File: src/include/board_config.svh
/*
 * Board address map, platform ID values, boot RAM depth,
 * heartbeat reload count and reset release hold count
 */
`ifndef BOARD_CONFIG_SVH
`define BOARD_CONFIG_SVH

// ====================
// Address map
// ====================
`define BRD_RAM_BASE        32'h0000_0000
`define BRD_RAM_WORDS       256
`define BRD_PIO_BASE        32'h0001_0000
`define BRD_PIO_SPAN        32

// Platform ID registers
`define BRD_SOC_ID          32'h5C10_0A01
`define BRD_BLD_ID          32'h0000_0107
`define BRD_CORE_CLK_FREQ   32'd50_000_000

// Short heartbeat period for simulation
`define BRD_HEARTBEAT_TICKS 50
`define BRD_RST_HOLD_CYCLES 16

`endif
File: src/source/soc_bus_pkg.sv
/*
 * AXI4-Lite channel structs, internal bus request and
 * response structs, AXI response codes
 */
`default_nettype none

package soc_bus_pkg;

    localparam logic [1:0] resp_okay   = 2'b00;
    localparam logic [1:0] resp_slverr = 2'b10;

    // ====================
    // AXI4-Lite
    // ====================
    typedef struct packed {
        logic        awvalid;
        logic [31:0] awaddr;
        logic        wvalid;
        logic [31:0] wdata;
        logic [3:0]  wstrb;
        logic        bready;
        logic        arvalid;
        logic [31:0] araddr;
        logic        rready;
    } axil_req_t;

    typedef struct packed {
        logic        awready;
        logic        wready;
        logic        bvalid;
        logic [1:0]  bresp;
        logic        arready;
        logic        rvalid;
        logic [31:0] rdata;
        logic [1:0]  rresp;
    } axil_rsp_t;

    // Internal single-transaction bus
    typedef struct packed {
        logic        valid;
        logic        write;
        logic [31:0] addr;
        logic [31:0] wdata;
        logic [3:0]  strb;
    } bus_req_t;

    typedef struct packed {
        logic        ack;
        logic        err;
        logic [31:0] rdata;
    } bus_rsp_t;

endpackage

`default_nettype wire

File: src/source/bus_interconnect.sv
/*
 * Address decoder for boot RAM and peripheral windows,
 * error ack for unmapped addresses, response merge
 */
`timescale 1ns/1ns
`default_nettype none
`include "board_config.svh"

module bus_interconnect import soc_bus_pkg::*; (
    input  logic     cpu_clk,
    input  logic     soc_rst_n_i,
    input  bus_req_t bus_req_i,
    output bus_rsp_t bus_rsp_o,
    output bus_req_t ram_req_o,
    input  bus_rsp_t ram_rsp_i,
    output bus_req_t pio_req_o,
    input  bus_rsp_t pio_rsp_i
);

    localparam logic [31:0] ram_bytes = 32'(`BRD_RAM_WORDS * 4);
    localparam logic [31:0] pio_bytes = 32'(`BRD_PIO_SPAN);

    logic [31:0] ram_off;
    logic [31:0] pio_off;
    logic        ram_hit;
    logic        pio_hit;
    logic        err_ack_q;

    // Offset compare works for any window base
    assign ram_off = bus_req_i.addr - `BRD_RAM_BASE;
    assign pio_off = bus_req_i.addr - `BRD_PIO_BASE;
    assign ram_hit = (ram_off < ram_bytes);
    assign pio_hit = (pio_off < pio_bytes);

    always_comb begin
        ram_req_o       = bus_req_i;
        ram_req_o.valid = bus_req_i.valid & ram_hit;
        pio_req_o       = bus_req_i;
        pio_req_o.valid = bus_req_i.valid & pio_hit;
    end

    always_ff @(posedge cpu_clk or negedge soc_rst_n_i) begin
        if (!soc_rst_n_i) begin
            err_ack_q <= 1'b0;
        end else begin
            err_ack_q <= bus_req_i.valid & ~ram_hit & ~pio_hit;
        end
    end

    // Only one responder is active, so OR is enough
    assign bus_rsp_o.ack   = ram_rsp_i.ack | pio_rsp_i.ack | err_ack_q;
    assign bus_rsp_o.err   = ram_rsp_i.err | pio_rsp_i.err | err_ack_q;
    assign bus_rsp_o.rdata = ({32{ram_rsp_i.ack}} & ram_rsp_i.rdata)
                           | ({32{pio_rsp_i.ack}} & pio_rsp_i.rdata);

endmodule

`default_nettype wire

File: config.mk
export PLATFORM = sky130hd
export DESIGN_NAME = bus_interconnect
export DESIGN_NICKNAME = d
export VERILOG_FILES = /design/src/source/soc_bus_pkg.sv /design/src/source/bus_interconnect.sv
export VERILOG_INCLUDE_DIRS = /design/src /design/src/include
export SDC_FILE = /design/constraint.sdc
export NUM_CORES = 1
export LEC_CHECK = 0
export BUFFER_PORTS_ARGS = -buffer_cell sky130_fd_sc_hd__buf_2
export CAP_MARGIN = 20
export CELL_PAD_IN_SITES_DETAIL_PLACEMENT = 1
export CELL_PAD_IN_SITES_GLOBAL_PLACEMENT = 2
export CORE_ASPECT_RATIO = 0.7
export CORE_MARGIN = 2
export CORE_UTILIZATION = 10
export CTS_CLUSTER_SIZE = 24
export DETAILED_ROUTE_END_ITERATION = 10
export GPL_ROUTABILITY_DRIVEN = 0
export PLACE_DENSITY = 0.93
export SLEW_MARGIN = 20
export SYNTH_ARGS = -nofsm -noshare
export SYNTH_HDL_FRONTEND = slang
export SYNTH_SLANG_ARGS = --single-unit
File: constraint.sdc
create_clock -name cpu_clk -period 1.93 [get_ports cpu_clk]
set_clock_uncertainty 0.05 [all_clocks]
set_input_delay 0.386 -clock cpu_clk [delete_from_list [all_inputs] [get_ports cpu_clk]]
set_output_delay 0.386 -clock cpu_clk [all_outputs]
set_load 0.03 [all_outputs]
# Word-level counts from Yosys, hierarchy flattened
# Cells that the tools add are included.
# op_classes
addsub,1
order_cmp,2
bitwise,13
# op_table
operator,count
bitwise AND 32 bit,2
less-than comparator 32 x 11 -> 1 bit (second input constant),1
less-than comparator 32 x 6 -> 1 bit (second input constant),1
OR 32 bit,1
subtractor 32 x 17 -> 32 bit (second input constant),1
bitwise AND 1 bit,4
OR 1 bit,4
inverter 1 bit,2
# word_totals
reg_bits,1
input_bits,140
out_inout_bits,174
wordCells,17

# Logic depth before layout (Yosys ltp)
# depth
ltp_word,4
ltp_mapped,3
ltp_nobuf,3

# Worst setup path after synthesis
# No wires, ideal clock.
# synth_path
path_type,input to output
from,input bus_req_i[44] (netlist name)
to,output pio_req_o[69] (netlist name)
arrival_time_ps,1941
setup_slack_ps,-447
stages,3
n_path_buf,0
path_cell_list,or4_4 > or4b_1 > nor4_2
# synth_rtl
element,line_no,source
"start, declared",bus_interconnect.sv:12,"input bus_req_t bus_req_i,"
"end, declared",bus_interconnect.sv:16,"output bus_req_t pio_req_o,"

==> metrics <==
simple-gate share of the synthesized area=6.62%; number of synthesized flops with an enable pin=0; Post-Syn Instances=196; Routed Antenna Nets=0; Netlist Area Pre-Place=1490 um^2; syn_nets=336; MaxCap Viol Count=0; I/O pins=314; delay-heaviest family, CP=simple AND/OR/NAND/NOR gates; grt total ovfl=0; Starting DRT DRC Count=42; largest net degree at the start of global routing=34; Worst Path Arrival=1.85 ns; Die Y=106 um; antenna cell count=0; Reg with most FFs=err_ack_q; share of layout cells above drive strength 1=84.5%; worst hold slack=0.110 ns; Layout area overhead=24.4%; cell repeated most along the worst path=buf_6; kind of critical path=in -> out; area of the multi-input gates=498 um^2; max incr delay on CP=0.55 ns; HPWL Detailed=5030 um; final wirelength=5890 um; I/O Buffers=187; clock-pin slew on the worst setup and hold paths=0 ns; via count=1381; violated checks=setup timing; type of origin of the critical path=primary input; Critical Path RT=1.49 ns; Die W=150 um; fin crit period=2.29 ns; Tot GR Track Use=6.52%; max reg flops=1; leakage power=0.00101 uW; Bufs and invs on worst path=2; vias per inst=3.09; die area=15900 um^2; vias in the first global route=1283; final period utilization=119%; number of synthesized register bits=1; YS warnings=0; largest family of logic cells by synthesized area=buffers and inverters; post-synthesis adder-cell area fraction=0%; register area=25.0 um^2; initial antenna violation count=0; Power Density=329 nW/um^2; synth unique cells=16; commonest register cell after synthesis=dfrtp_1; Worst Path Max Fanout=2; Worst Hold Class=in -> async; fillers=1839; mux share of post-synthesis cell area=0%; crit path cell chain=buf_6 > or4_4 > or4b_4 > nor4_4 > buf_6; ys async rst share=100%; Avg Inst Size Synth=7.62 um^2; Largest regs=err_ack_q: 1 flops; final net count=394; worst slew pin tran=0.653 ns; sequential fraction of the synthesis area=1.68%; core area=14600 um^2; # DRC=0; xor and xnor area share after synthesis=0%; number of detailed-route iterations in the first pass=4; peak supply drop=0.0780 mV; row cnt=37; RSZ-0062 raised after global routing=true; endpoints failing hold=0; Pins Over Slew Limit=0; design area=1860 um^2; final worst setup slack=-0.360 ns; fmax=437 MHz; Final setup viols=1; placed cell areas=1730 um^2; top cell type by total area after synthesis=buf_4; share of Yosys cell area claimed by the top area cell type=69.4%; ranking of synthesized cells by area=buf_4 (69%), a22o_1 (19%), nor4_1 (2.1%); Compound-Gate Fraction of Synth Area=20.0%; slowest CP cell=or4_4; crit end category=output pin; WL per Instance=13.2 um; Initial Util=10.2%; max_slew headroom=56.5%; first-pass GRT wire length=8220 um; outcome=finished with violations
==> area by class of cell <==
cell class	instances	area share [%]
Sequential cell	1	1.35
Timing Repair Buffer	202	58.5
Multi-Input combinational cell	48	26.8
Inverter	1	0.202
Tap cell	195	13.1
==> repair_timing <==
action | in CTS | in global routing
resized for setup | 18 | 3
hold buffers | 0 | 0
buffers inserted | 1 | 1
setup endpoints to repair | 2 | 2
pin swaps | 3 | 3
==> cell usage after synthesis, drive strengths merged, types with 2 or more instances <==
| master | n |
|---|---|
| buf | 138 |
| nor4 | 6 |
| or3 | 2 |
| a22o | 32 |
| clkbuf | 8 |
==> power by group <==
group | switching (uW) | internal [uW]
Combinational | 377 | 211
Sequential | 0.410 | 22.4
Clock | 0 | 0
Total | 377 | 233
==> cell usage in the layout (no fill, tap or decap), types with 2 or more instances in the layout <==
master	synthesis	routed
nor4_2	1	2
buf_2	0	181
buf_6	0	6
buf_4	138	15
a22o_1	32	32
nor4_4	0	4
or3_1	2	2
==> how the worst max path moves through the flow <==
stage | cells after the start | to | startpoint | slack, ns
floorplan | 3 | pio_req_o[69] | bus_req_i[44] | -0.30
global placement | 5 | pio_req_o[69] | bus_req_i[44] | -0.45
detailed placement | 5 | pio_req_o[69] | bus_req_i[44] | -0.45
CTS | 5 | pio_req_o[69] | bus_req_i[44] | -0.37
global route | 5 | pio_req_o[69] | bus_req_i[44] | -0.41
finish | 5 | pio_req_o[69] | bus_req_i[44] | -0.36
==> cell families after synthesis <==
group           count (synthesis)
buf+inv                       147
compound gates                 34
simple gates                   14
flops                           1
==> metrics by stage <==
| step | setup slack, ns | setup TNS [ns] | util, % | total power [uW] | cells |
|---|---|---|---|---|---|
| floorplan | -0.297 | -0.297 | - | 750 | 196 |
| global placement | -0.454 | -0.634 | 11.8 | 588 | 445 |
| detailed placement | -0.454 | -0.663 | 11.8 | 592 | 445 |
| CTS | -0.366 | -0.366 | 12.6 | 611 | 446 |
| global route | -0.414 | -0.414 | 12.7 | 644 | 447 |
| finish | -0.360 | -0.360 | 12.7 | 610 | 447 |
==> per-layer routing <==
| metal | track usage, % | part of all wire (%) | vias up |
|---|---|---|---|
| li1 | - | - | 645 |
| met1 | 9.13 | 43 | 649 |
| met2 | 8.58 | 44 | 84 |
| met3 | 4.21 | 13 | 3 |
| met4 | 0.404 | 0.10 | 0 |
| met5 | 0 | 0 | - |
(Power assumes the default switching activity.)
