$ cat config.mk
export PLATFORM = sky130hd
export DESIGN_NAME = board_pio
export DESIGN_NICKNAME = d
export VERILOG_FILES = /design/src/source/board_io_pkg.sv /design/src/source/soc_bus_pkg.sv /design/src/source/board_pio.sv
export VERILOG_INCLUDE_DIRS = /design/src /design/src/include
export SDC_FILE = /design/constraint.sdc
export NUM_CORES = 1
export LEC_CHECK = 0
export ABC_AREA = 1
export CORE_ASPECT_RATIO = 1.2
export CORE_UTILIZATION = 30
export DETAILED_ROUTE_END_ITERATION = 10
export DONT_BUFFER_PORTS = 1
export SLEW_MARGIN = 30
export SYNTH_ARGS = -nofsm -noshare
export SYNTH_HDL_FRONTEND = slang
export SYNTH_SLANG_ARGS = --single-unit
$ cat constraint.sdc
create_clock -name cpu_clk -period 1 [get_ports cpu_clk]
set_input_delay 0.2 -clock cpu_clk [delete_from_list [all_inputs] [get_ports cpu_clk]]
set_output_delay 0.2 -clock cpu_clk [all_outputs]
set_load 0.01 [all_outputs]
$ cat src/include/board_config.svh
/*
 * Board address map, platform ID values, boot RAM depth,
 * heartbeat reload count and reset release hold count
 */
`ifndef BOARD_CONFIG_SVH
`define BOARD_CONFIG_SVH

// ====================
// Address map
// ====================
`define BRD_RAM_BASE        32'h0000_0000
`define BRD_RAM_WORDS       256
`define BRD_PIO_BASE        32'h0001_0000
`define BRD_PIO_SPAN        32

// Platform ID registers
`define BRD_SOC_ID          32'h5C10_0A01
`define BRD_BLD_ID          32'h0000_0107
`define BRD_CORE_CLK_FREQ   32'd50_000_000

// Short heartbeat period for simulation
`define BRD_HEARTBEAT_TICKS 50
`define BRD_RST_HOLD_CYCLES 16

`endif
$ cat src/source/board_io_pkg.sv
/* LED bank and seven-segment display structs */
`default_nettype none

package board_io_pkg;

    // Bit 9 heartbeat, bit 8 reset indicator, bits 7:0 user
    typedef struct packed {
        logic       heartbeat;
        logic       in_reset;
        logic [7:0] user;
    } board_leds_t;

    typedef struct packed {
        logic [7:0] hex5;
        logic [7:0] hex4;
        logic [7:0] hex3;
        logic [7:0] hex2;
        logic [7:0] hex1;
        logic [7:0] hex0;
    } hex_display_t;

endpackage

`default_nettype wire

$ cat src/source/soc_bus_pkg.sv
/*
 * AXI4-Lite channel structs, internal bus request and
 * response structs, AXI response codes
 */
`default_nettype none

package soc_bus_pkg;

    localparam logic [1:0] resp_okay   = 2'b00;
    localparam logic [1:0] resp_slverr = 2'b10;

    // ====================
    // AXI4-Lite
    // ====================
    typedef struct packed {
        logic        awvalid;
        logic [31:0] awaddr;
        logic        wvalid;
        logic [31:0] wdata;
        logic [3:0]  wstrb;
        logic        bready;
        logic        arvalid;
        logic [31:0] araddr;
        logic        rready;
    } axil_req_t;

    typedef struct packed {
        logic        awready;
        logic        wready;
        logic        bvalid;
        logic [1:0]  bresp;
        logic        arready;
        logic        rvalid;
        logic [31:0] rdata;
        logic [1:0]  rresp;
    } axil_rsp_t;

    // Internal single-transaction bus
    typedef struct packed {
        logic        valid;
        logic        write;
        logic [31:0] addr;
        logic [31:0] wdata;
        logic [3:0]  strb;
    } bus_req_t;

    typedef struct packed {
        logic        ack;
        logic        err;
        logic [31:0] rdata;
    } bus_rsp_t;

endpackage

`default_nettype wire

$ cat src/source/board_pio.sv
/*
 * Board peripheral block: LED and display registers,
 * switch readback, platform ID registers
 */
`timescale 1ns/1ns
`default_nettype none
`include "board_config.svh"

module board_pio import soc_bus_pkg::*, board_io_pkg::*; (
    input  logic         cpu_clk,
    input  logic         soc_rst_n_i,
    input  bus_req_t     req_i,
    output bus_rsp_t     rsp_o,
    input  logic [9:0]   sw_i,
    output logic [7:0]   user_led_o,
    output hex_display_t hex_o
);

    localparam int sel_hi = $clog2(`BRD_PIO_SPAN) - 1;

    logic [sel_hi-2:0] reg_sel;
    logic [7:0]        led_q;
    logic [15:0]       hex10_q;
    logic [15:0]       hex32_q;
    logic [15:0]       hex54_q;
    logic [31:0]       rd_mux;
    logic [31:0]       rdata_q;
    logic              ack_q;
    logic [15:0]       hex_wr;

    assign reg_sel = req_i.addr[sel_hi:2];

    // Byte-lane merge for the 16-bit digit pairs
    assign hex_wr[7:0]  = req_i.strb[0] ? req_i.wdata[7:0] : 8'h00;
    assign hex_wr[15:8] = req_i.strb[1] ? req_i.wdata[15:8] : 8'h00;

    // ====================
    // Writable registers
    // ====================
    always_ff @(posedge cpu_clk or negedge soc_rst_n_i) begin
        if (!soc_rst_n_i) begin
            led_q   <= '0;
            hex10_q <= '0;
            hex32_q <= '0;
            hex54_q <= '0;
            ack_q   <= 1'b0;
        end else begin
            ack_q <= req_i.valid;
            if (req_i.valid && req_i.write) begin
                // Offsets 4 to 7 are read-only and drop the write
                case (reg_sel)
                    3'd0: if (req_i.strb[0]) led_q <= req_i.wdata[7:0];
                    3'd1: hex10_q <= hex_wr | (hex10_q & ~{{8{req_i.strb[1]}}, {8{req_i.strb[0]}}});
                    3'd2: hex32_q <= hex_wr | (hex32_q & ~{{8{req_i.strb[1]}}, {8{req_i.strb[0]}}});
                    3'd3: hex54_q <= hex_wr | (hex54_q & ~{{8{req_i.strb[1]}}, {8{req_i.strb[0]}}});
                    default: ;
                endcase
            end
        end
    end

    always_comb begin
        case (reg_sel)
            3'd0:    rd_mux = {24'd0, led_q};
            3'd1:    rd_mux = {16'd0, hex10_q};
            3'd2:    rd_mux = {16'd0, hex32_q};
            3'd3:    rd_mux = {16'd0, hex54_q};
            3'd4:    rd_mux = {22'd0, sw_i};
            3'd5:    rd_mux = `BRD_SOC_ID;
            3'd6:    rd_mux = `BRD_BLD_ID;
            default: rd_mux = `BRD_CORE_CLK_FREQ;
        endcase
    end

    always_ff @(posedge cpu_clk) begin
        if (req_i.valid && !req_i.write) begin
            rdata_q <= rd_mux;
        end
    end

    assign rsp_o.ack   = ack_q;
    assign rsp_o.err   = 1'b0;
    assign rsp_o.rdata = rdata_q;
    assign user_led_o  = led_q;
    assign hex_o       = {hex54_q, hex32_q, hex10_q};

endmodule

`default_nettype wire

# Word-level counts from Yosys, hierarchy flattened
# Cells that the tools add are included.
# classes
n_mux	3
bitwise_logic	7
reduce_logical	8
n_eq_ne	6
# op_table
op	n
one-hot mux 31 bit (7 select lines)	1
AND 16 bit	3
bitwise OR 16 bit	3
two-way mux 8 bit	2
NOT 16 bit	1
equality test 3 bit, second input constant	3
equality test 3 x 2 -> 1 bit, second input constant	2
AND reduction 2 bit	3
equality test 3 x 1 -> 1 bit, second input constant	1
logical NOT 3 bit	1
AND reduction 3 bit	1
logical AND 1 bit	2
logical NOT 1 bit	1
# totals
word_cells	30
register_bits	89
output_inout_bits	90
in_bits	82

# Longest topological paths before layout
# depth
depth_word	3
depth_mapped	9
mapped_depth_nobuf	7

# Least setup slack after synthesis
# Ideal clock, no wire load.
# synth_path
path_kind	input -> register
startpoint	input port req_i[69] (netlist bit)
endpoint	register rdata_q[0], enable pin
arrival_ns	1.047
setup_ns	0.395
required_ns	0.605
path_buffers	0
path_stages	2
slack_ns	-0.442
cell_sequence	inv_1 -> nor2_1
# synth_between
elab_chain_cells	1
# synth_lines
element	line	source
start: declaration	board_pio.sv:12	input bus_req_t req_i,
logical AND 1 bit	board_pio.sv:76	if (req_i.valid && !req_i.write) begin
end signal: assignment	board_pio.sv:77	rdata_q <= rd_mux;
end: declaration	board_pio.sv:27	logic [31:0] rdata_q;
# Every way passes these cells.
# A chain may end at the register's enable or synchronous reset.

==> summary.txt <==
Cells and area
  • Share of post-route cells with drive strength above 1: 28.54%
  • FF/Latch Area: approximately 2000 µm²
  • Fill count: 1,033
  • Final-stage net count: roughly 580
  • Area of the multi-input gates: 1261 µm²
  • Diode count: 0
  • Fin cells: 655
  • Synth-to-Final Area Change: 44.10%

Status
  • Failing checks: negative hold slack, negative setup slack
  • Status: finished with violations

Routing
  • Post-route DRC: 0
  • Drt first pass iters: 5
  • Vias: 3,146
  • DRT Wirelength: 10.87 mm
  • Routed vias/inst: approximately 4.8
  • Average wire per standard cell: about 17 µm
  • Starting DRT DRC Count: 301
  • Final ANT Viol Nets: 0

Worst setup path
  • Setup CP Type: flip-flop to primary output
  • CP arrival: 0.92 ns
  • Crit. End Element: primary output
  • CP Max Fanout: 6
  • Crit start category: flip-flop
  • Worst path top cell family by delay: flip-flops
  • Crit path cell chain: buf_12
  • Largest stage delay, worst path: 0.41 ns
  • Req. time, crit path: approximately 0.80 ns
  • Crit-path slowest cell: edfxtp_1
  • Reg2reg setup slack: -0.07 ns
  • CP Buf/Inv Count: 1

STA
  • Post-route minimum period: 1.116 ns
  • Final Hold Viols: 57
  • TNS Setup: -4.164 ns
  • Period utilisation layout: 111.6%
  • Fmax achieved: 896.0 MHz
  • Final worst slack: -0.1160 ns
  • RSZ-0062 raised after global routing: yes
  • Clock skew: 0.004190 ns
  • Worst hold slack: -0.4440 ns
  • # setup viols final: 63
  • Max Slew Vio Count: 0

Die
  • IO Pins: about 170
  • Die H: 120.1 µm
  • Row cnt: 42
  • Die X: roughly 100 µm
  • Total core area: 11,190 µm²
  • Starting Density: 31.18%
  • Die area: 12,070 µm²

Pwr
  • Leakage Power: between 2 and 2.5 nW
  • Clock network fraction of total power: 36.0%
  • Internal: 7.325 mW
  • Reg power frac: between 40% and 50%
  • Comb pwr share: a little under a quarter
  • Max rail drop VDD: 756.6 µV
  • Power per cell area: 1996 nW/µm²
  • Sw Ratio: 27.03%
  • Net Sw Power: around 2.7 mW

Yosys
  • Top_reg_cell synth: dfrtp_1
  • Cells after synthesis: 403
  • Distinct cells, synth: 20
  • Synth top area cells: dfrtp_1, edfxtp_1, nand2_1, o21ai_0, nand3_1
  • Asr flop ratio synth: 75.00%
  • Count leader, synth: nand2_1
  • Post-synth EDFFs: 19
  • Yosys top cell area share: about two fifths
  • Synth Warn #: 0
  • Syn avg cell area: 8.659 µm²
  • Post-synthesis register bit count: between 70 and 80
  • Post-synthesis sequential area ratio: 57.22%
  • Post-synth top cells: nand2_1, dfrtp_1, o21ai_0
  • Mapped Area: 3490 µm²
  • Area leader, netlist: dfrtp_1

Global route
  • First-pass GRT wire length: 17.22 mm
  • Initial antenna violation count: 0
  • Number of global-route vias before repair: 3,193
  • GRT overflow: 0
  • Largest net degree at the start of global routing: 58
  • Gr usage total: 19.13%

Clock network
  • CTS HTree Levels: 3
  • CTS tree: yes
  • Clock transition at path regs: around 0.050 ns
  • Num CTS Buffers: 9
  • Hold buffer count at cts: 14
  • CTS max path bufs: 2
  • CTS root buf: clkbuf_16
  • Clk sinks: 76
  • Worst-skew pair later-pin latency: 0.34 ns

Placement
  • Port Buf Inserts: 0
  • Detailed placement HPWL: 7.456 mm
  • Placed instance count: a little over 600
  • Global placement routability congestion: 0.8583

Flow run
  • Number of max-cap violations: 0

Min path
  • Hold Crit Class: primary input to asynchronous set/reset pin
-- through the flow --
step / setup WS (ns) / hold WS (ns) / power [mW] / area (µm²) / utilization [%]
3_5_place_dp: -0.1671 / -0.09458 / 5.860 / 4173 / 37.28
6_report: -0.1160 / -0.4440 / 10.04 / 5029 / 44.93
4_1_cts: -0.1281 / -0.4564 / 9.991 / 4938 / 44.12
5_1_grt: -0.1740 / -0.4605 / 10.51 / 5029 / 44.93
3_3_place_gp: -0.1529 / -0.09404 / 5.798 / 4173 / 37.28
2_1_floorplan: -0.01989 / -0.09559 / 4.972 / 3611 / -
-- placed cells by master (no fill, tap or decap) --
cell type,Yosys,final
nand3_4,0,1
nand3_2,2,9
clkbuf_8,0,3
nor2_2,6,6
inv_4,0,1
inv_2,3,5
clkinv_2,0,2
nor2_4,0,3
nand3_1,26,18
buf_6,0,51
o21ai_0,34,33
nor2_1,25,22
dfrtp_1,57,57
nand2_1,120,117
o21ai_1,20,21
dlygate4sd3_1,0,14
conb_1,1,6
nand4_1,16,16
nand2_2,4,7
and3_1,1,1
a21oi_1,4,4
buf_12,0,5
buf_4,17,39
edfxtp_1,19,19
o211ai_1,1,1
inv_1,32,29
clkbuf_16,0,9
bufinv_16,0,2
-- cell families after synthesis --
group,synth area share (%)
simple gates,24.74
buf+inv,9.394
compound gates,8.534
other cells,0.1075
flops,57.22
-- area by class of cell --
cell class / instances / area share (%)
Sequential cell: 76 / 39.71
Multi-Input combinational cell: 265 / 25.08
Timing Repair Buffer: 109 / 22.02
Clock buffer: 12 / 5.300
Tap cell: 154 / 3.832
Inverter: 35 / 2.662
Clock inverter: 4 / 1.393
-- what timing repair did --
item | CTS | global route
buffers inserted | 15 | 4
pin swaps | 2 | 29
setup endpoints to repair | 57 | 72
endpoints found under the hold margin | 72 | 57
resized for setup | 47 | 18
cloned | 0 | 0
-- worst paths after layout --
kind / from / end / depth (start not counted)
max: rdata_q[25]$_DFFE_PP_ / rsp_o[17] / 1
min: soc_rst_n_i / asynchronous set/reset pin / 0
max reg2reg: user_led_o[2]$_DFFE_PN0P_ / rdata_q[2]$_DFFE_PP_ / 5
min reg2reg: flip-flop / flip-flop / 2
max in group asynchronous: soc_rst_n_i / asynchronous set/reset pin / 0
min in group cpu_clk: req_i[16] / flip-flop / 2
-- power by group through the flow --
stage	Clock [mW]	Sequential, mW	Combinational [mW]
2_1_floorplan	0	4.28	0.687
3_3_place_gp	0	4.08	1.72
3_5_place_dp	0	4.10	1.76
4_1_cts	3.67	4.10	2.22
5_1_grt	3.84	4.17	2.51
6_report	3.62	4.12	2.30
-- per-layer routing --
metal | vias to the layer above | GRT usage, % | share of wire [%]
li1 | 1493 | - | -
met1 | 1481 | 22.95 | 38
met2 | 145 | 29.97 | 49
met3 | 27 | 7.630 | 9.5
met4 | 0 | 8.696 | 3.1
met5 | - | 0 | 0
No activity file was read; power rests on OpenSTA's default activity.
