File: config.mk
export PLATFORM = sky130hd
export DESIGN_NAME = rst_conditioner
export DESIGN_NICKNAME = d
export VERILOG_FILES = /design/src/source/rst_conditioner.sv
export VERILOG_INCLUDE_DIRS = /design/src /design/src/include
export SDC_FILE = /design/constraint.sdc
export NUM_CORES = 1
export LEC_CHECK = 0
export BUFFER_PORTS_ARGS = -buffer_cell sky130_fd_sc_hd__buf_2
export CAP_MARGIN = 20
export CORE_AREA = 2 2 39 41
export CTS_CLUSTER_DIAMETER = 60
export CTS_CLUSTER_SIZE = 16
export DETAILED_ROUTE_END_ITERATION = 10
export DIE_AREA = 0 0 41 43
export GPL_TIMING_DRIVEN = 0
export PLACE_DENSITY = 0.36
export SLEW_MARGIN = 40
export SYNTH_ARGS = -nofsm -noshare
export SYNTH_HDL_FRONTEND = slang
export SYNTH_SLANG_ARGS = --single-unit
File: constraint.sdc
create_clock -name cpu_clk -period 3.3 [get_ports cpu_clk]
set_input_delay 0.66 -clock cpu_clk [delete_from_list [all_inputs] [get_ports cpu_clk]]
set_output_delay 0.66 -clock cpu_clk [all_outputs]
set_load 0.05 [all_outputs]
File: src/include/board_config.svh
/*
 * Board address map, platform ID values, boot RAM depth,
 * heartbeat reload count and reset release hold count
 */
`ifndef BOARD_CONFIG_SVH
`define BOARD_CONFIG_SVH

// ====================
// Address map
// ====================
`define BRD_RAM_BASE        32'h0000_0000
`define BRD_RAM_WORDS       256
`define BRD_PIO_BASE        32'h0001_0000
`define BRD_PIO_SPAN        32

// Platform ID registers
`define BRD_SOC_ID          32'h5C10_0A01
`define BRD_BLD_ID          32'h0000_0107
`define BRD_CORE_CLK_FREQ   32'd50_000_000

// Short heartbeat period for simulation
`define BRD_HEARTBEAT_TICKS 50
`define BRD_RST_HOLD_CYCLES 16

`endif
File: src/source/rst_conditioner.sv
/*
 * Reset key synchroniser and release hold counter
 */
`timescale 1ns/1ns
`default_nettype none
`include "board_config.svh"

module rst_conditioner (
    input  logic cpu_clk,
    input  logic hard_rst_n,
    input  logic key_rst_n_i,
    output logic soc_rst_n_o
);

    localparam int hold_cycles = `BRD_RST_HOLD_CYCLES;
    localparam int cnt_w       = $clog2(hold_cycles);

    logic [1:0]       key_sync_q;
    logic [cnt_w-1:0] hold_cnt_q;
    logic             released_q;

    always_ff @(posedge cpu_clk or negedge hard_rst_n) begin
        if (!hard_rst_n) begin
            key_sync_q <= '0;
            hold_cnt_q <= '0;
            released_q <= 1'b0;
        end else begin
            key_sync_q <= {key_sync_q[0], key_rst_n_i};
            if (!key_sync_q[1]) begin
                // Any low sample restarts the quiet window
                hold_cnt_q <= '0;
                released_q <= 1'b0;
            end else if (!released_q) begin
                if (hold_cnt_q == cnt_w'(hold_cycles - 1)) begin
                    released_q <= 1'b1;
                end else begin
                    hold_cnt_q <= hold_cnt_q + 1'b1;
                end
            end
        end
    end

    // Assert straight from the synchroniser, release through the counter
    assign soc_rst_n_o = released_q & key_sync_q[1];

endmodule

`default_nettype wire

======== Word level (Yosys, flattened, before mapping) ========
Index checks and enable logic that the tools add are counted.
cells by class
  equal/unequal tests ..................... 3
  add/subtract/negate cells ............... 1
  bitwise operators ....................... 1
  multiplexer cells ....................... 6
  reduce and logical (&&, ||, !) cells .... 1
operators by type and width
  cell                                         count
  two-way mux 4 bit                            3
  adder 4 x 1 -> 4 bit, second input constant  1
  == test 4 bit, second input constant         1
  != test 2 bit, second input constant         2
  two-way mux 1 bit                            3
  AND reduction 2 bit                          1
  AND 1 bit                                    1
word-level totals
  bits of input ports ..................... 3
  register bits ........................... 7
  output and inout bits ................... 1
  word-level logic and storage cells ...... 15

======== Logic depth before layout (Yosys ltp) ========
Gate-level depths: netlist (run 1).
  depth in word-level cells ............... 4
  depth in mapped cells ................... 4
  mapped depth without buffers ............ 4

======== Worst setup path before layout (run 1) ========
No wires, ideal clock.
  path type ............................... register -> output
  start point ............................. register released_q
  end point ............................... output soc_rst_n_o
  path buffers ............................ 0
  data required time ...................... 2,640 ps
  slack ................................... 1,542 ps
  stages on the path, launching flop included .. 3
  arrival time ............................ 1,098 ps
  path through ............................ dfrtp_1 -> inv_1 -> nor2_1
between the ends
  word-level cells in the longest chain between the ends .. 1
RTL lines
  what                    RTL line               RTL
  from (decl)             rst_conditioner.sv:20  logic released_q;
  from (signal assigned)  rst_conditioner.sv:26  released_q <= 1'b0;
  from (signal assigned)  rst_conditioner.sv:32  released_q <= 1'b0;
  from (signal assigned)  rst_conditioner.sv:35  released_q <= 1'b1;
  AND 1 bit               rst_conditioner.sv:44  assign soc_rst_n_o = released_q & key_sync_q[1];
  to (decl)               rst_conditioner.sv:12  output logic soc_rst_n_o
Every way passes these cells.

======== Worst setup path in the final report (run 1) ========
  start point ............................. register key_sync_q[1]
  end point ............................... output soc_rst_n_o
between the ends
  word-level cells in the longest chain between the ends .. 1
RTL lines
  what                    RTL line               RTL
  from (decl)             rst_conditioner.sv:18  logic [1:0] key_sync_q;
  from (signal assigned)  rst_conditioner.sv:28  key_sync_q <= {key_sync_q[0], key_rst_n_i};
  AND 1 bit               rst_conditioner.sv:44
Every way passes these cells.

==> flow_summary.ini, run 1 <==
[status]
status = completed

[grt]
grt_pass1_wl_microns = 841
grt_usage_pct = 8.291
grt_overflow_total = 0
antenna_found_initial = 0
grt_pass1_vias = 211
grt_max_degree = 8

[power_and_ir_drop]
power.leakage_nw = 0.1572
fin_total_pwr_mw = 0.1808
ir_drop_uv = 172.2
p_per_area_mw_per_mm2 = 503.6

[final_layout]
layout_common_cells = 7 x dfrtp_1, 3 x inv_1, 3 x nor2_1, 3 x clkbuf_4, 3 x buf_2
nets = 37
num_antenna_cells = 0
nFillCells = 160
ff_latch_area_sq_um = 175.2
syn_to_final_growth_pct = 20.59
layout_commonest_cell = dfrtp_1
drive_gt1_share_pct = 25.00
multiInputGateArea_sq_um = 111.4

[placed_design]
place_ws_ns = 1.817
io_buffers = 3
gp_congestion = 0.7033
dp_hpwl_microns = 355.3

[cts]
cts.sinks = 7
ctsHtreeMaxLevel = 1
cts_tree = built
cts.clk_slew.worst_paths_ns = 0.05
post_cts_buffers = 0
clk_latency_ns = 0.25
cts_buffer_depth = 2
cts_buffers = 3
clock-root-buffer = clkbuf_4
ctsHoldBuffers = 0
cts_resized = 0

[synthesis]
synth_top_area_share_pct = 58.82
syn_inst = 25
yosys.area.top_type = dfrtp_1
syn_avg_cell_area_sq_um = 11.91
syn_nets = 29
seq_area_frac_synth_pct = 58.82
ys_warn_count = 0
yosys-top-cells-area = dfrtp_1 59%, a31oi_4 7.1%, and4bb_2 4.2%, ha_1 4.2%, inv_1 3.8%
ys_ff_latch = 7
syn_area_sq_um = 297.8
synthDistinctLibCells = 14

[route]
wl_per_cell_microns = 9.875
final_antenna_net_count = 0
dr.pass1.iters = 2
first_iter_violations = 3
drc = 0
vias_per_cell = 4.188
vias = 201
wl_microns = 474

[sta]
worst_pin_slew_ns = 0.2475
fin_hold_ws_ns = 0.2287
final-max-slew-violation-count = 0
hold_viol_final = 0
finalCritPeriodShare_pct = 52.73
skew_ns = 0.005183
max_freq_mhz = 574.7
fin_crit_ns = 1.740
fin_tns_setup_ns = 0
max-slew-margin-rel_pct = 83.62
rsz0062_at_grt = no
finalSetupViolCount = 0
worst_slack_ns = 1.560

[setup_path]
cp_slowest_cell = dfrtp_1
crit_buf_inv = 2
path_cells = inv_1 -> nor2_1 -> buf_2
cp-end-kind = output pin
cp-start-kind = flop
worstPathArrival_ns = 1.08
crit_fanout = 5
required_ns = 2.64
crit_family = flip-flops
crit_type = reg -> out
max_stage_delay_ns = 0.36

[floorplanning]
pin_count = 4
fp.coreArea_sq_mm = 0.001384
die_area_sq_mm = 0.001763
die_h_microns = 43
fp.dieW_microns = 41
fp-row-count = 14
start_util_pct = 21.52

[flow_run]
maxCapViolCount = 0

[worst_hold_path]
hp-class = in -> async
## flip-flops by register name (all words and copies together), names as in the netlist
| name | cells |
|---|---|
| hold_cnt_q | 4 |
| key_sync_q | 2 |
| released_q | 1 |
## per-stage QoR
| step | cell area (sq um) | utilization, % | instances |
|---|---|---|---|
| finish | 359.1 | 25.95 | 48 |
| global route | 359.1 | 25.95 | 48 |
| floorplan | 297.8 | - | 25 |
| global placement | 332.8 | 24.05 | 44 |
| detailed placement | 332.8 | 24.05 | 44 |
| CTS | 359.1 | 25.95 | 48 |
## worst paths after layout
path	from	to	slack [ns]	cells after the start
setup / recovery	key_sync_q[1]	soc_rst_n_o	1.56	3
hold / removal	hard_rst_n	hold_cnt_q[1]	0.23	1
setup reg to reg	hold_cnt_q[0]	hold_cnt_q[0]	2.07	4
hold reg to reg	key_sync_q[0]	key_sync_q[1]	0.36	0
max in group asynchronous	hard_rst_n	hold_cnt_q[2]	2.91	1
min in group cpu_clk	key_sync_q[0]	key_sync_q[1]	0.36	0
## worst reg2reg max path, stage by stage (launching register included)
cell and delay [ns]:
dfrtp_1 0.41, ha_1 0.27, a31oi_4 0.25, xnor2_1 0.14, nor2_1 0.05
## cell families (layout without fill, tap and decap cells)
logic type | after synthesis | count (layout) | synth area share (%)
compound gates | 4 | 4 | 13.02
simple gates | 9 | 9 | 17.22
fa+ha+maj | 1 | 1 | 4.201
buf+inv | 3 | 10 | 3.781
xor+xnor | 1 | 1 | 2.942
flops | 7 | 7 | 58.82
## area by class of cell
type / count / area share [%]
Multi-Input combinational cell: 15 / 31.01
Inverter: 3 / 3.136
Clock buffer: 4 / 7.317
Tap cell: 16 / 5.575
Sequential cell: 7 / 48.78
Timing Repair Buffer: 3 / 4.181
## synthesized netlist by cell type
master    number
dfrtp_1        7
a21oi_1        1
nor3_1         2
ha_1           1
nand2_1        1
nor2_1         3
xnor2_1        1
inv_1          3
o21ai_0        1
a211oi_1       1
nand3_1        1
a31oi_4        1
nand4b_1       1
and4bb_2       1
## per-layer routing
metal / share of wire, % / vias up / global-route usage (%)
met4: 5.7 / 0 / 10.00
met5: 0 / - / 0
met1: 50 / 92 / 8.553
li1: - / 100 / -
met2: 39 / 5 / 9.063
met3: 5.5 / 4 / 6.283
## power breakdown
part / leakage [nW] / switching [mW] / internal [mW]
Combinational: 0.0517 / 0.00553 / 0.00406
Clock: 0.0150 / 0.0313 / 0.0461
Sequential: 0.0906 / 0.00372 / 0.0902
Total: 0.157 / 0.0405 / 0.140
(Power assumes the default switching activity.)
==> inputs of run 2 (changes only) <==
Settings changed: PLACE_DENSITY 0.36 to 0.37.
Clock period 3.3 ns to 1.47 ns, I/O delays scaled along.
==> run 2 against run 1 <==
  * Setup slack worse by 1.5 ns
  * Non-clock buffer count grew 1
  * Clock power is 120% higher
  * Via count rose by 4.0%
  * Critical path type unchanged
==> flow_summary.ini, run 2 (same netlist as run 1, synthesis figures left out) <==
[sta]
fin_tns_setup_ns = 0
skew_ns = 0.001221
worst_slack_ns = 0.1053
max-slew-margin-rel_pct = 83.63
hold_viol_final = 0
finalCritPeriodShare_pct = 92.84
finalSetupViolCount = 0
rsz0062_at_grt = no
max_freq_mhz = 732.8
fin_crit_ns = 1.365
final-max-slew-violation-count = 0
worst_pin_slew_ns = 0.2473

[final_layout]
drive_gt1_share_pct = 24.24
layout_commonest_cell = dfrtp_1
max_flop_register = hold_cnt_q
nets = 38
top_regs = hold_cnt_q x4, key_sync_q x2, released_q x1
num_antenna_cells = 0
syn_to_final_growth_pct = 23.95
layout_common_cells = 7 x dfrtp_1, 3 x inv_1, 3 x nor2_1, 3 x clkbuf_4, 3 x buf_2
largest_reg_flops = 4

[setup_path]
setup.worst_path.start = released_q
crit_buf_inv = 2
crit_type = reg -> out
cp_slowest_cell = dfrtp_1
reg2reg_slack_ns = 0.23
required_ns = 1.18
worstPathArrival_ns = 1.07
cp-start-kind = flop
reg2reg_from = hold_cnt_q[0]
max_stage_delay_ns = 0.41
crit_family = flip-flops
cp-end-kind = output pin
crit_fanout = 4
path_cells = inv_1 -> nor2_1 -> buf_2

[cts]
clock-root-buffer = clkbuf_4
post_cts_buffers = 0
clk_latency_ns = 0.24
ctsHtreeMaxLevel = 1
cts.sinks = 7
cts_tree = built
cts_buffer_depth = 2
cts.clk_slew.worst_paths_ns = 0.05
cts_buffers = 3

[grt]
grt_overflow_total = 0
grt_pass1_vias = 225
antenna_found_initial = 0
grt_pass1_wl_microns = 897
grt_max_degree = 8
grt_usage_pct = 8.215

[route]
drc = 0
dr.pass1.iters = 2
first_iter_violations = 4
wl_microns = 489
vias_per_cell = 4.265
vias = 209
final_antenna_net_count = 0
wl_per_cell_microns = 9.980

[worst_hold_path]
hp-class = in -> reg
min_from = key_rst_n_i

[floorplanning]
start_util_pct = 21.52
fp.coreArea_sq_mm = 0.001384
pin_count = 4
fp.dieW_microns = 41
die_h_microns = 43
fp-row-count = 14
die_area_sq_mm = 0.001763

[power_and_ir_drop]
ir_drop_uv = 313.9
p_per_area_mw_per_mm2 = 1087
power.leakage_nw = 0.1614

[placed_design]
gp_congestion = 0.7381
dp_hpwl_microns = 394.2
place_ws_ns = 0.2316
io_buffers = 3

[flow_run]
maxCapViolCount = 0

[status]
status = completed
run 2: changes by cell type in the layout (fill, tap and decap cells not counted), sizes merged:
cell,change
dlygate4sd3,+1
run 2: what timing repair did:
item | in CTS | in global routing
hold endpoints to repair | 7 | 0
gates resized for setup | 0 | 0
endpoints found under the setup margin | 0 | 0
hold buffers | 1 | 0
run 2: final timing paths:
| kind | endpoint | cells past startpoint |
|---|---|---|
| worst max-delay path | soc_rst_n_o | 3 |
| worst min-delay path | key_sync_q[0] | 1 |
| worst max register to register | hold_cnt_q[0] | 4 |
| worst min register to register | key_sync_q[1] | 0 |
| max in group asynchronous | hold_cnt_q[1] | 2 |
| min in group asynchronous | key_sync_q[0] | 2 |
run 2: area by class of cell:
class,count,area (sq um)
Clock buffer,4,26.28
Fill cell,146,1015
Inverter,3,11.26
Multi-Input combinational cell,15,111.4
Sequential cell,7,175.2
Tap cell,16,20.02
Timing Repair Buffer,4,25.02
run 2: stage by stage:
| step | hold slack (ns) | instances | cell area, sq um | power [mW] | utilization (%) |
|---|---|---|---|---|---|
| floorplan | -0.001591 | 25 | 297.8 | 0.2256 | - |
| global placement | 0.1260 | 44 | 332.8 | 0.2353 | 24.05 |
| detailed placement | 0.1362 | 44 | 332.8 | 0.2366 | 24.05 |
| CTS | 0.1439 | 49 | 369.1 | 0.4137 | 26.67 |
| global route | 0.1370 | 49 | 369.1 | 0.4347 | 26.67 |
| finish | 0.1568 | 49 | 369.1 | 0.4010 | 26.67 |
run 2: report_power, final:
part | internal, mW | switching, mW | total [mW] | leakage (nW)
clock network | 0.103 | 0.0636 | 0.167 | 0.0150
registers | 0.203 | 0.00807 | 0.211 | 0.0906
logic | 0.0108 | 0.0129 | 0.0237 | 0.0558
run 2: layer usage:
metal	up-vias	global-route usage, %	share of wire (%)
met3	0	3.141	3.1
met2	3	10.94	55
met5	-	0	0
li1	102	-	-
met4	0	8.000	0
met1	104	9.302	42
