<file path="src/include/board_config.svh">
/*
 * Board address map, platform ID values, boot RAM depth,
 * heartbeat reload count and reset release hold count
 */
`ifndef BOARD_CONFIG_SVH
`define BOARD_CONFIG_SVH

// ====================
// Address map
// ====================
`define BRD_RAM_BASE        32'h0000_0000
`define BRD_RAM_WORDS       256
`define BRD_PIO_BASE        32'h0001_0000
`define BRD_PIO_SPAN        32

// Platform ID registers
`define BRD_SOC_ID          32'h5C10_0A01
`define BRD_BLD_ID          32'h0000_0107
`define BRD_CORE_CLK_FREQ   32'd50_000_000

// Short heartbeat period for simulation
`define BRD_HEARTBEAT_TICKS 50
`define BRD_RST_HOLD_CYCLES 16

`endif
</file>
<file path="src/source/heartbeat_gen.sv">
/* Heartbeat tick down-counter and toggling flag */
`timescale 1ns/1ns
`default_nettype none
`include "board_config.svh"

module heartbeat_gen (
    input  logic cpu_clk,
    input  logic soc_rst_n_i,
    output logic heartbeat_o
);

    localparam int ticks = `BRD_HEARTBEAT_TICKS;
    localparam int cnt_w = $clog2(ticks + 1);

    logic [cnt_w-1:0] tick_cnt_q;
    logic             tick_q;

    always_ff @(posedge cpu_clk or negedge soc_rst_n_i) begin
        if (!soc_rst_n_i) begin
            tick_cnt_q  <= cnt_w'(ticks);
            tick_q      <= 1'b0;
            heartbeat_o <= 1'b0;
        end else begin
            tick_q <= (tick_cnt_q == '0);
            if (tick_cnt_q == '0) begin
                tick_cnt_q <= cnt_w'(ticks);
            end else begin
                tick_cnt_q <= tick_cnt_q - 1'b1;
            end
            if (tick_q) begin
                heartbeat_o <= ~heartbeat_o;
            end
        end
    end

endmodule

`default_nettype wire

</file>
<file path="config.mk">
export PLATFORM = sky130hd
export DESIGN_NAME = heartbeat_gen
export DESIGN_NICKNAME = d
export VERILOG_FILES = /design/src/source/heartbeat_gen.sv
export VERILOG_INCLUDE_DIRS = /design/src /design/src/include
export SDC_FILE = /design/constraint.sdc
export NUM_CORES = 1
export LEC_CHECK = 0
export BUFFER_PORTS_ARGS = -buffer_cell sky130_fd_sc_hd__buf_2
export CAP_MARGIN = 20
export CORE_AREA = 2 2 39 41
export CTS_CLUSTER_DIAMETER = 40
export CTS_CLUSTER_SIZE = 40
export DETAILED_ROUTE_END_ITERATION = 10
export DIE_AREA = 0 0 41 43
export PLACE_DENSITY = 0.49
export SETUP_SLACK_MARGIN = 0.02
export SLEW_MARGIN = 25
export SYNTH_ARGS = -nofsm -noshare
export SYNTH_HDL_FRONTEND = slang
export SYNTH_SLANG_ARGS = --single-unit
</file>
<file path="constraint.sdc">
create_clock -name cpu_clk -period 1.5 [get_ports cpu_clk]
set_input_delay 0.075 -clock cpu_clk [delete_from_list [all_inputs] [get_ports cpu_clk]]
set_output_delay 0.075 -clock cpu_clk [all_outputs]
set_load 0.05 [all_outputs]
</file>
Word-level counts from Yosys, hierarchy flattened
Cells that the tools add are included.
Operators by class
  add/sub/neg operators: 1
  mux-type cells: 1
  bitwise logic cells: 1
  reduce and logical (&&, ||, !) cells: 1
Operators with widths (number)
  6-bit zero test: 1
  6-bit 2-to-1 mux: 1
  6-bit by 1-bit subtractor with 6-bit output, second input constant: 1
  1-bit NOT: 1
Storage, ports and cells
  flip-flop bits (word level): 8
  input bits: 2
  output and inout port bits: 1
  word-level logic and storage cells: 7

Depth between registers and ports, before layout
Gate-level depths: netlist (run 1).
  depth after elaboration: 2
  gate-level depth with buffers: 5
  depth with buffers taken out: 5

Worst setup path before layout (run 1)
No wires, ideal clock.
  path kind: register to register
  start point: reg tick_cnt_q[3]
  end point: reg tick_cnt_q[2]
  setup time: 126 ps
  data arrival time: 1071 ps
  data required time: 1374 ps
  path slack: 304 ps
  cell stages (with the launch flop): 4
  buffers on the path: 0
  clock period less this slack: 1196 ps
  cells stage by stage: dfrtp_1 or3_4 nor3b_4 nor2_1
On the way
  longest elaborated chain between the ends: 2
RTL lines
  start, declared: line heartbeat_gen.sv:15  | logic [cnt_w-1:0] tick_cnt_q;
  start signal, assigned: line heartbeat_gen.sv:20  | tick_cnt_q <= cnt_w'(ticks);
  start signal, assigned: line heartbeat_gen.sv:26  | tick_cnt_q <= cnt_w'(ticks);
  start signal, assigned: line heartbeat_gen.sv:28  | tick_cnt_q <= tick_cnt_q - 1'b1;
  6-bit zero test: line heartbeat_gen.sv:25  | if (tick_cnt_q == '0) begin
  6-bit 2-to-1 mux: line heartbeat_gen.sv:25
Every way passes these cells.
A chain may end at the register's enable or synchronous reset.

Worst setup path in the final report (run 1)
Ends and elaborated chain as after synthesis.

==> out/metrics.cfg, run 1 <==
[worst_setup_path]
path_class = reg2reg
r2r_cells = 3
startpoint_type = flip-flop
required_ns = 1.64
path_max_fanout = 5
critPathMaxStageDelay_ns = 0.42
path_buf_inv = 0
cp.arrival_ns = 1.44
cp_slowest_cell = or3_4
crit_chain = or3_4 -> nor3b_4 -> nor2_1
crit_family = simple AND/OR/NAND/NOR gates
path_depth = 3
end_kind = flip-flop

[timing]
hold_viol = 0
relSlewSlack_pct = 83.8
finalMaxSlewViolations = 0
finClkSkew_ns = 0.0123
fin_tns_setup_ns = 0
finalSetupViolCount = 0
finalCritPeriodShare_pct = 86.4
fmax_ghz = 0.772
worst_pin_slew_ns = 0.243
period_minus_slack_ns = 1.30
rsz0062_at_grt = no
whs_ns = 0.180

[cells_and_area]
area_delta_synth_final_pct = 18.7
drive_gt1_share_pct = 28.6
layout.nets = 40
num_antenna_cells = 0
fin_cells = 51
finalInstanceArea_um2 = 422

[global_route]
grt_pass1_wl_um = 855
grt_overflow_total = 0
track_usage_pct = 8.41
grt_pass1_vias = 217
antenna_found_initial = 0
grt_max_degree = 9

[die]
io_pins = 3
core_area_um2 = 1380
die_area_um2 = 1760
die_x_um = 41
fp.dieH_um = 43
std_cell_rows = 14
initial_utilization_pct = 25.7

[routing]
num_vias = 213
drc_errors = 0
ant_nets = 0
drtIter0Drc = 3
wirelength_um = 533
vias_per_cell = 4.18
wl_per_cell_um = 10.5
dr.pass1.iters = 2

[yosys]
syn-cell-area_um2 = 355
async_reset_ff_share_pct = 100
yosysSeqAreaShare_pct = 57.4
ys_seq_elements = 8
synth.net_count = 32
yosysMostFrequentCell = dfrtp_1
synthFlopType = dfrtp_1
synth-edff-count = 0
synth_cells = 28
yosysWarnings = 0
netlist.area_leader.share_pct = 35.2
yosys-top-cells-count = dfrtp_1 (5), dfstp_2 (3), inv_1 (3), nor2_1 (3), xnor2_1 (3)
synth.largest_area_cell = dfrtp_1
synth.distinct_cells = 14
postSynthAreaPerCell_um2 = 12.7
synthTopCellsByArea = dfrtp_1 (35%), dfstp_2 (22%), xnor2_1 (7.4%)

[power]
power_mw = 0.402
power_density_nw_per_um2 = 954
peakVddDrop_uv = 286
p_leak_nw = 0.191

[clock_network]
cts.clk_slew.worst_paths_ns = 0.06
tritoncts = built
hold_buffers = 1
insertion_delay_ns = 0.26
cts_resized = 0
htree_levels = 1
cts_setup_buffers = 0
cts_buffers = 3
cts_buffer_depth = 2
root_buffer = clkbuf_4
cts_sinks = 8

[placed_design]
port_buffers = 2
dpl.hpwl_um = 402
place_area_um2 = 385
gp_congestion = 0.786
dp.cells = 46

[job]
cap_violations = 0

[outcome]
status = complete, no violations

[min_path]
worst_hold_path_type = in2async

routing by layer:
layer,vias to the layer above,track usage (%),wire length [um]
li1,105,-,-
met1,99,8.94,258
met2,5,10.0,225
met3,4,3.14,25
met4,0,12.0,23
met5,-,0,0
registers in the layout, summed over array words and instances, names as in the netlist:
name / flops
heartbeat_o: 1
tick_cnt_q: 6
tick_q: 1
placed cells by master (no fill, tap or decap):
| cell | instances |
|---|---|
| nor3_1 | 1 |
| or3_4 | 1 |
| a21oi_1 | 1 |
| dfrtp_1 | 5 |
| clkbuf_1 | 1 |
| buf_2 | 2 |
| o31ai_1 | 2 |
| nor3b_4 | 1 |
| xor2_1 | 1 |
| nor2_1 | 3 |
| xnor2_1 | 3 |
| ha_1 | 2 |
| dlygate4sd3_1 | 1 |
| clkbuf_4 | 3 |
| dfstp_2 | 3 |
| nor3b_1 | 1 |
| nand2b_1 | 1 |
| inv_1 | 3 |
metrics by stage:
| step | setup WS, ns | utilization, % |
|---|---|---|
| after global placement | 0.206 | 27.8 |
| after detailed placement | 0.206 | 27.8 |
| after global routing | 0.147 | 30.5 |
| after CTS | 0.197 | 30.5 |
| final | 0.205 | 30.5 |
| after floorplan | 0.304 | - |
path summary, 6_finish.rpt:
kind | slack, ns | to | startpoint
setup / recovery | 0.20 | tick_cnt_q[2] | tick_cnt_q[3]
hold / removal | 0.18 | tick_q | soc_rst_n_i
setup reg to reg | 0.20 | tick_cnt_q[2] | tick_cnt_q[3]
hold reg to reg | 0.46 | heartbeat_o | tick_q
max in group asynchronous | 1.07 | tick_cnt_q[1] | soc_rst_n_i
min in group cpu_clk | 0.46 | heartbeat_o | tick_q
power by group:
| part | total (mW) | leakage, nW | internal [mW] | switching (mW) |
|---|---|---|---|---|
| Combinational | 0.00692 | 0.0803 | 0.00265 | 0.00426 |
| Clock | 0.179 | 0.0150 | 0.102 | 0.0771 |
| Sequential | 0.216 | 0.0960 | 0.216 | 0 |
| Total | 0.402 | 0.191 | 0.321 | 0.0813 |
kinds of logic (layout without fill, tap and decap cells):
| logic type | Yosys count | count (layout) | synth area share, % |
|---|---|---|---|
| AOI/OAI and AO/OA | 3 | 3 | 5.63 |
| and+or+nand+nor | 8 | 8 | 16.9 |
| xor gates and xnor gates | 4 | 4 | 9.86 |
| buffers and inverters | 3 | 10 | 3.17 |
| adders and majority gates | 2 | 2 | 7.04 |
| DFF | 8 | 8 | 57.4 |
cell type report:
type	count	area [um^2]
clock buffer	4	26.3
timing repair buffer	3	20.0
sequential	8	204
tap	16	20.0
fill	144	962
inverter	3	11.3
multi-input combinational	17	140
(Power assumes the default switching activity.)
==> run 2: changes to the inputs <==
--- a/config.mk
+++ b/config.mk
@@ -14,6 +14,7 @@
 export DETAILED_ROUTE_END_ITERATION = 10
 export DIE_AREA = 0 0 41 43
 export PLACE_DENSITY = 0.49
+export RECOVER_POWER = 50
 export SETUP_SLACK_MARGIN = 0.02
 export SLEW_MARGIN = 25
 export SYNTH_ARGS = -nofsm -noshare
==> out/metrics.cfg, run 2 (synthesized netlist as in run 1, its figures left out) <==
[timing]
hold_viol = 0  ; unchanged
rsz0062_at_grt = no
fmax_ghz = 0.772  ; unchanged
finalSetupViolCount = 0  ; unchanged
relSlewSlack_pct = 71.3  ; -12 points
fin_tns_setup_ns = 0  ; unchanged
worst_pin_slew_ns = 0.430  ; +0.187 ns
period_minus_slack_ns = 1.30  ; unchanged
whs_ns = 0.257  ; +0.0770 ns
layout_setup_ws_ns = 0.205  ; unchanged
finClkSkew_ns = 0.0123  ; unchanged
finalCritPeriodShare_pct = 86.4  ; unchanged
finalMaxSlewViolations = 0  ; unchanged

[die]
die_x_um = 41  ; unchanged
core_area_um2 = 1380  ; unchanged
initial_utilization_pct = 25.7  ; unchanged
die_area_um2 = 1760  ; unchanged
io_pins = 3  ; unchanged
fp.dieH_um = 43  ; unchanged
std_cell_rows = 14  ; unchanged

[worst_setup_path]
required_ns = 1.64  ; about the same
path_max_fanout = 5  ; unchanged
critPathMaxStageDelay_ns = 0.42  ; about the same
r2r_cells = 3  ; unchanged
cp.arrival_ns = 1.44  ; about the same
path_depth = 3  ; unchanged
startpoint_type = flip-flop
path_buf_inv = 0  ; unchanged
crit_chain = or3_4 -> nor3b_4 -> nor2_1
end_kind = flip-flop
crit_family = simple AND/OR/NAND/NOR gates
cp_slowest_cell = or3_4
path_class = reg2reg

[clock_network]
cts_buffer_depth = 2  ; unchanged
cts_sinks = 8  ; unchanged
htree_levels = 1  ; unchanged
cts_buffers = 3  ; unchanged
root_buffer = clkbuf_4
cts.clk_slew.worst_paths_ns = 0.06  ; about the same
tritoncts = built
insertion_delay_ns = 0.26  ; about the same

[cells_and_area]
nFillCells = 145  ; +0.69%
fin_util_pct = 30.4  ; -0.090 points
top_regs = tick_cnt_q (6), heartbeat_o (1), tick_q (1)
top_register = tick_cnt_q
drive_gt1_share_pct = 25.7  ; -2.9 points
area_delta_synth_final_pct = 18.3
multiInputGateArea_um2 = 140  ; unchanged
seqCellArea_um2 = 204  ; unchanged
finalInstanceArea_um2 = 420  ; -0.30%
largest_register_ffs = 6  ; unchanged
layout_commonest_cell = dfrtp_1
num_antenna_cells = 0  ; unchanged
fin_cells = 51  ; unchanged
layout.nets = 40  ; unchanged

[routing]
wirelength_um = 531  ; -0.38%
dr.pass1.iters = 2  ; unchanged
drc_errors = 0  ; unchanged
num_vias = 213  ; unchanged
vias_per_cell = 4.18  ; unchanged
drtIter0Drc = 3  ; unchanged
ant_nets = 0  ; unchanged
wl_per_cell_um = 10.4  ; -0.38%

[placed_design]
dpl.hpwl_um = 402  ; unchanged
place_area_um2 = 385  ; unchanged
dp.cells = 46  ; unchanged
gp_congestion = 0.786  ; unchanged
place_worst_setup_slack_ns = 0.206  ; unchanged
port_buffers = 2  ; unchanged

[global_route]
grt_max_degree = 9  ; unchanged
grtUsageMet1_pct = 8.94  ; unchanged
met3_usage_pct = 3.14  ; unchanged
grt-busiest-layer = met4
grt_pass1_vias = 217  ; unchanged
antenna_found_initial = 0  ; unchanged
grt_overflow_total = 0  ; unchanged
use_met2_pct = 10.0  ; unchanged
grt_pass1_wl_um = 855  ; unchanged
track_usage_pct = 8.41  ; unchanged

[power]
clock_power_share_pct = 44.5  ; about the same
power_density_nw_per_um2 = 956  ; +0.20%
p_sw_mw = 0.0813  ; about the same
pwr-share-seq_pct = 53.8  ; about the same
power_mw = 0.402  ; about the same
combPwrFrac_pct = 1.6  ; about the same
peakVddDrop_uv = 286  ; about the same
sw_frac_of_total_pct = 20.2  ; +0.023 points
power.internal_mw = 0.321  ; -0.13%
p_leak_nw = 0.189  ; -1.4%

[job]
cap_violations = 0  ; unchanged

[min_path]
worst_hold_path_type = in2async

[outcome]
status = complete, no violations

[run 2: cell types whose count changed in the layout (fill, tap and decap cells not counted), sizes merged]
cell	delta
buf	-1
clkbuf	+1
[run 2: timing repair]
| item | in CTS | in global routing |
|---|---|---|
| hold endpoints to repair | 8 | 0 |
| hold buffers | 1 | 0 |
| buffers inserted | 0 | 0 |
| gates resized for setup | 0 | 0 |
[run 2: power by group through the flow]
stage / Combinational, mW / Sequential, mW / Clock, mW
floorplan: 0.0000000699 / 0.220 / 0
global placement: 0.00512 / 0.220 / 0
detailed placement: 0.00547 / 0.220 / 0
CTS: 0.00752 / 0.216 / 0.189
global route: 0.00778 / 0.216 / 0.204
finish: 0.00652 / 0.216 / 0.179
[run 2: area by class of cell]
| class | instances | area share (%) |
|---|---|---|
| Clock buffer | 4 | 6.25 |
| Inverter | 3 | 2.68 |
| Multi-Input combinational cell | 17 | 33.3 |
| Sequential cell | 8 | 48.5 |
| Tap cell | 16 | 4.76 |
| Timing Repair Buffer | 3 | 4.46 |
[run 2: path summary, 6_finish.rpt]
path	startpoint	endpoint	slack, ns
max	tick_cnt_q[3]	tick_cnt_q[2]	0.20
min	soc_rst_n_i	tick_q	0.26
max reg2reg	tick_cnt_q[3]	tick_cnt_q[2]	0.20
min reg2reg	tick_q	heartbeat_o	0.46
max in group asynchronous	soc_rst_n_i	tick_cnt_q[1]	0.90
min in group cpu_clk	tick_q	heartbeat_o	0.46
[run 2: per-layer routing]
metal	wire, um	part of all wire, %	up-vias
met1	256	48	99
met5	0	0	-
met2	225	42	5
met3	25	4.7	4
met4	23	4.3	0
li1	-	-	105
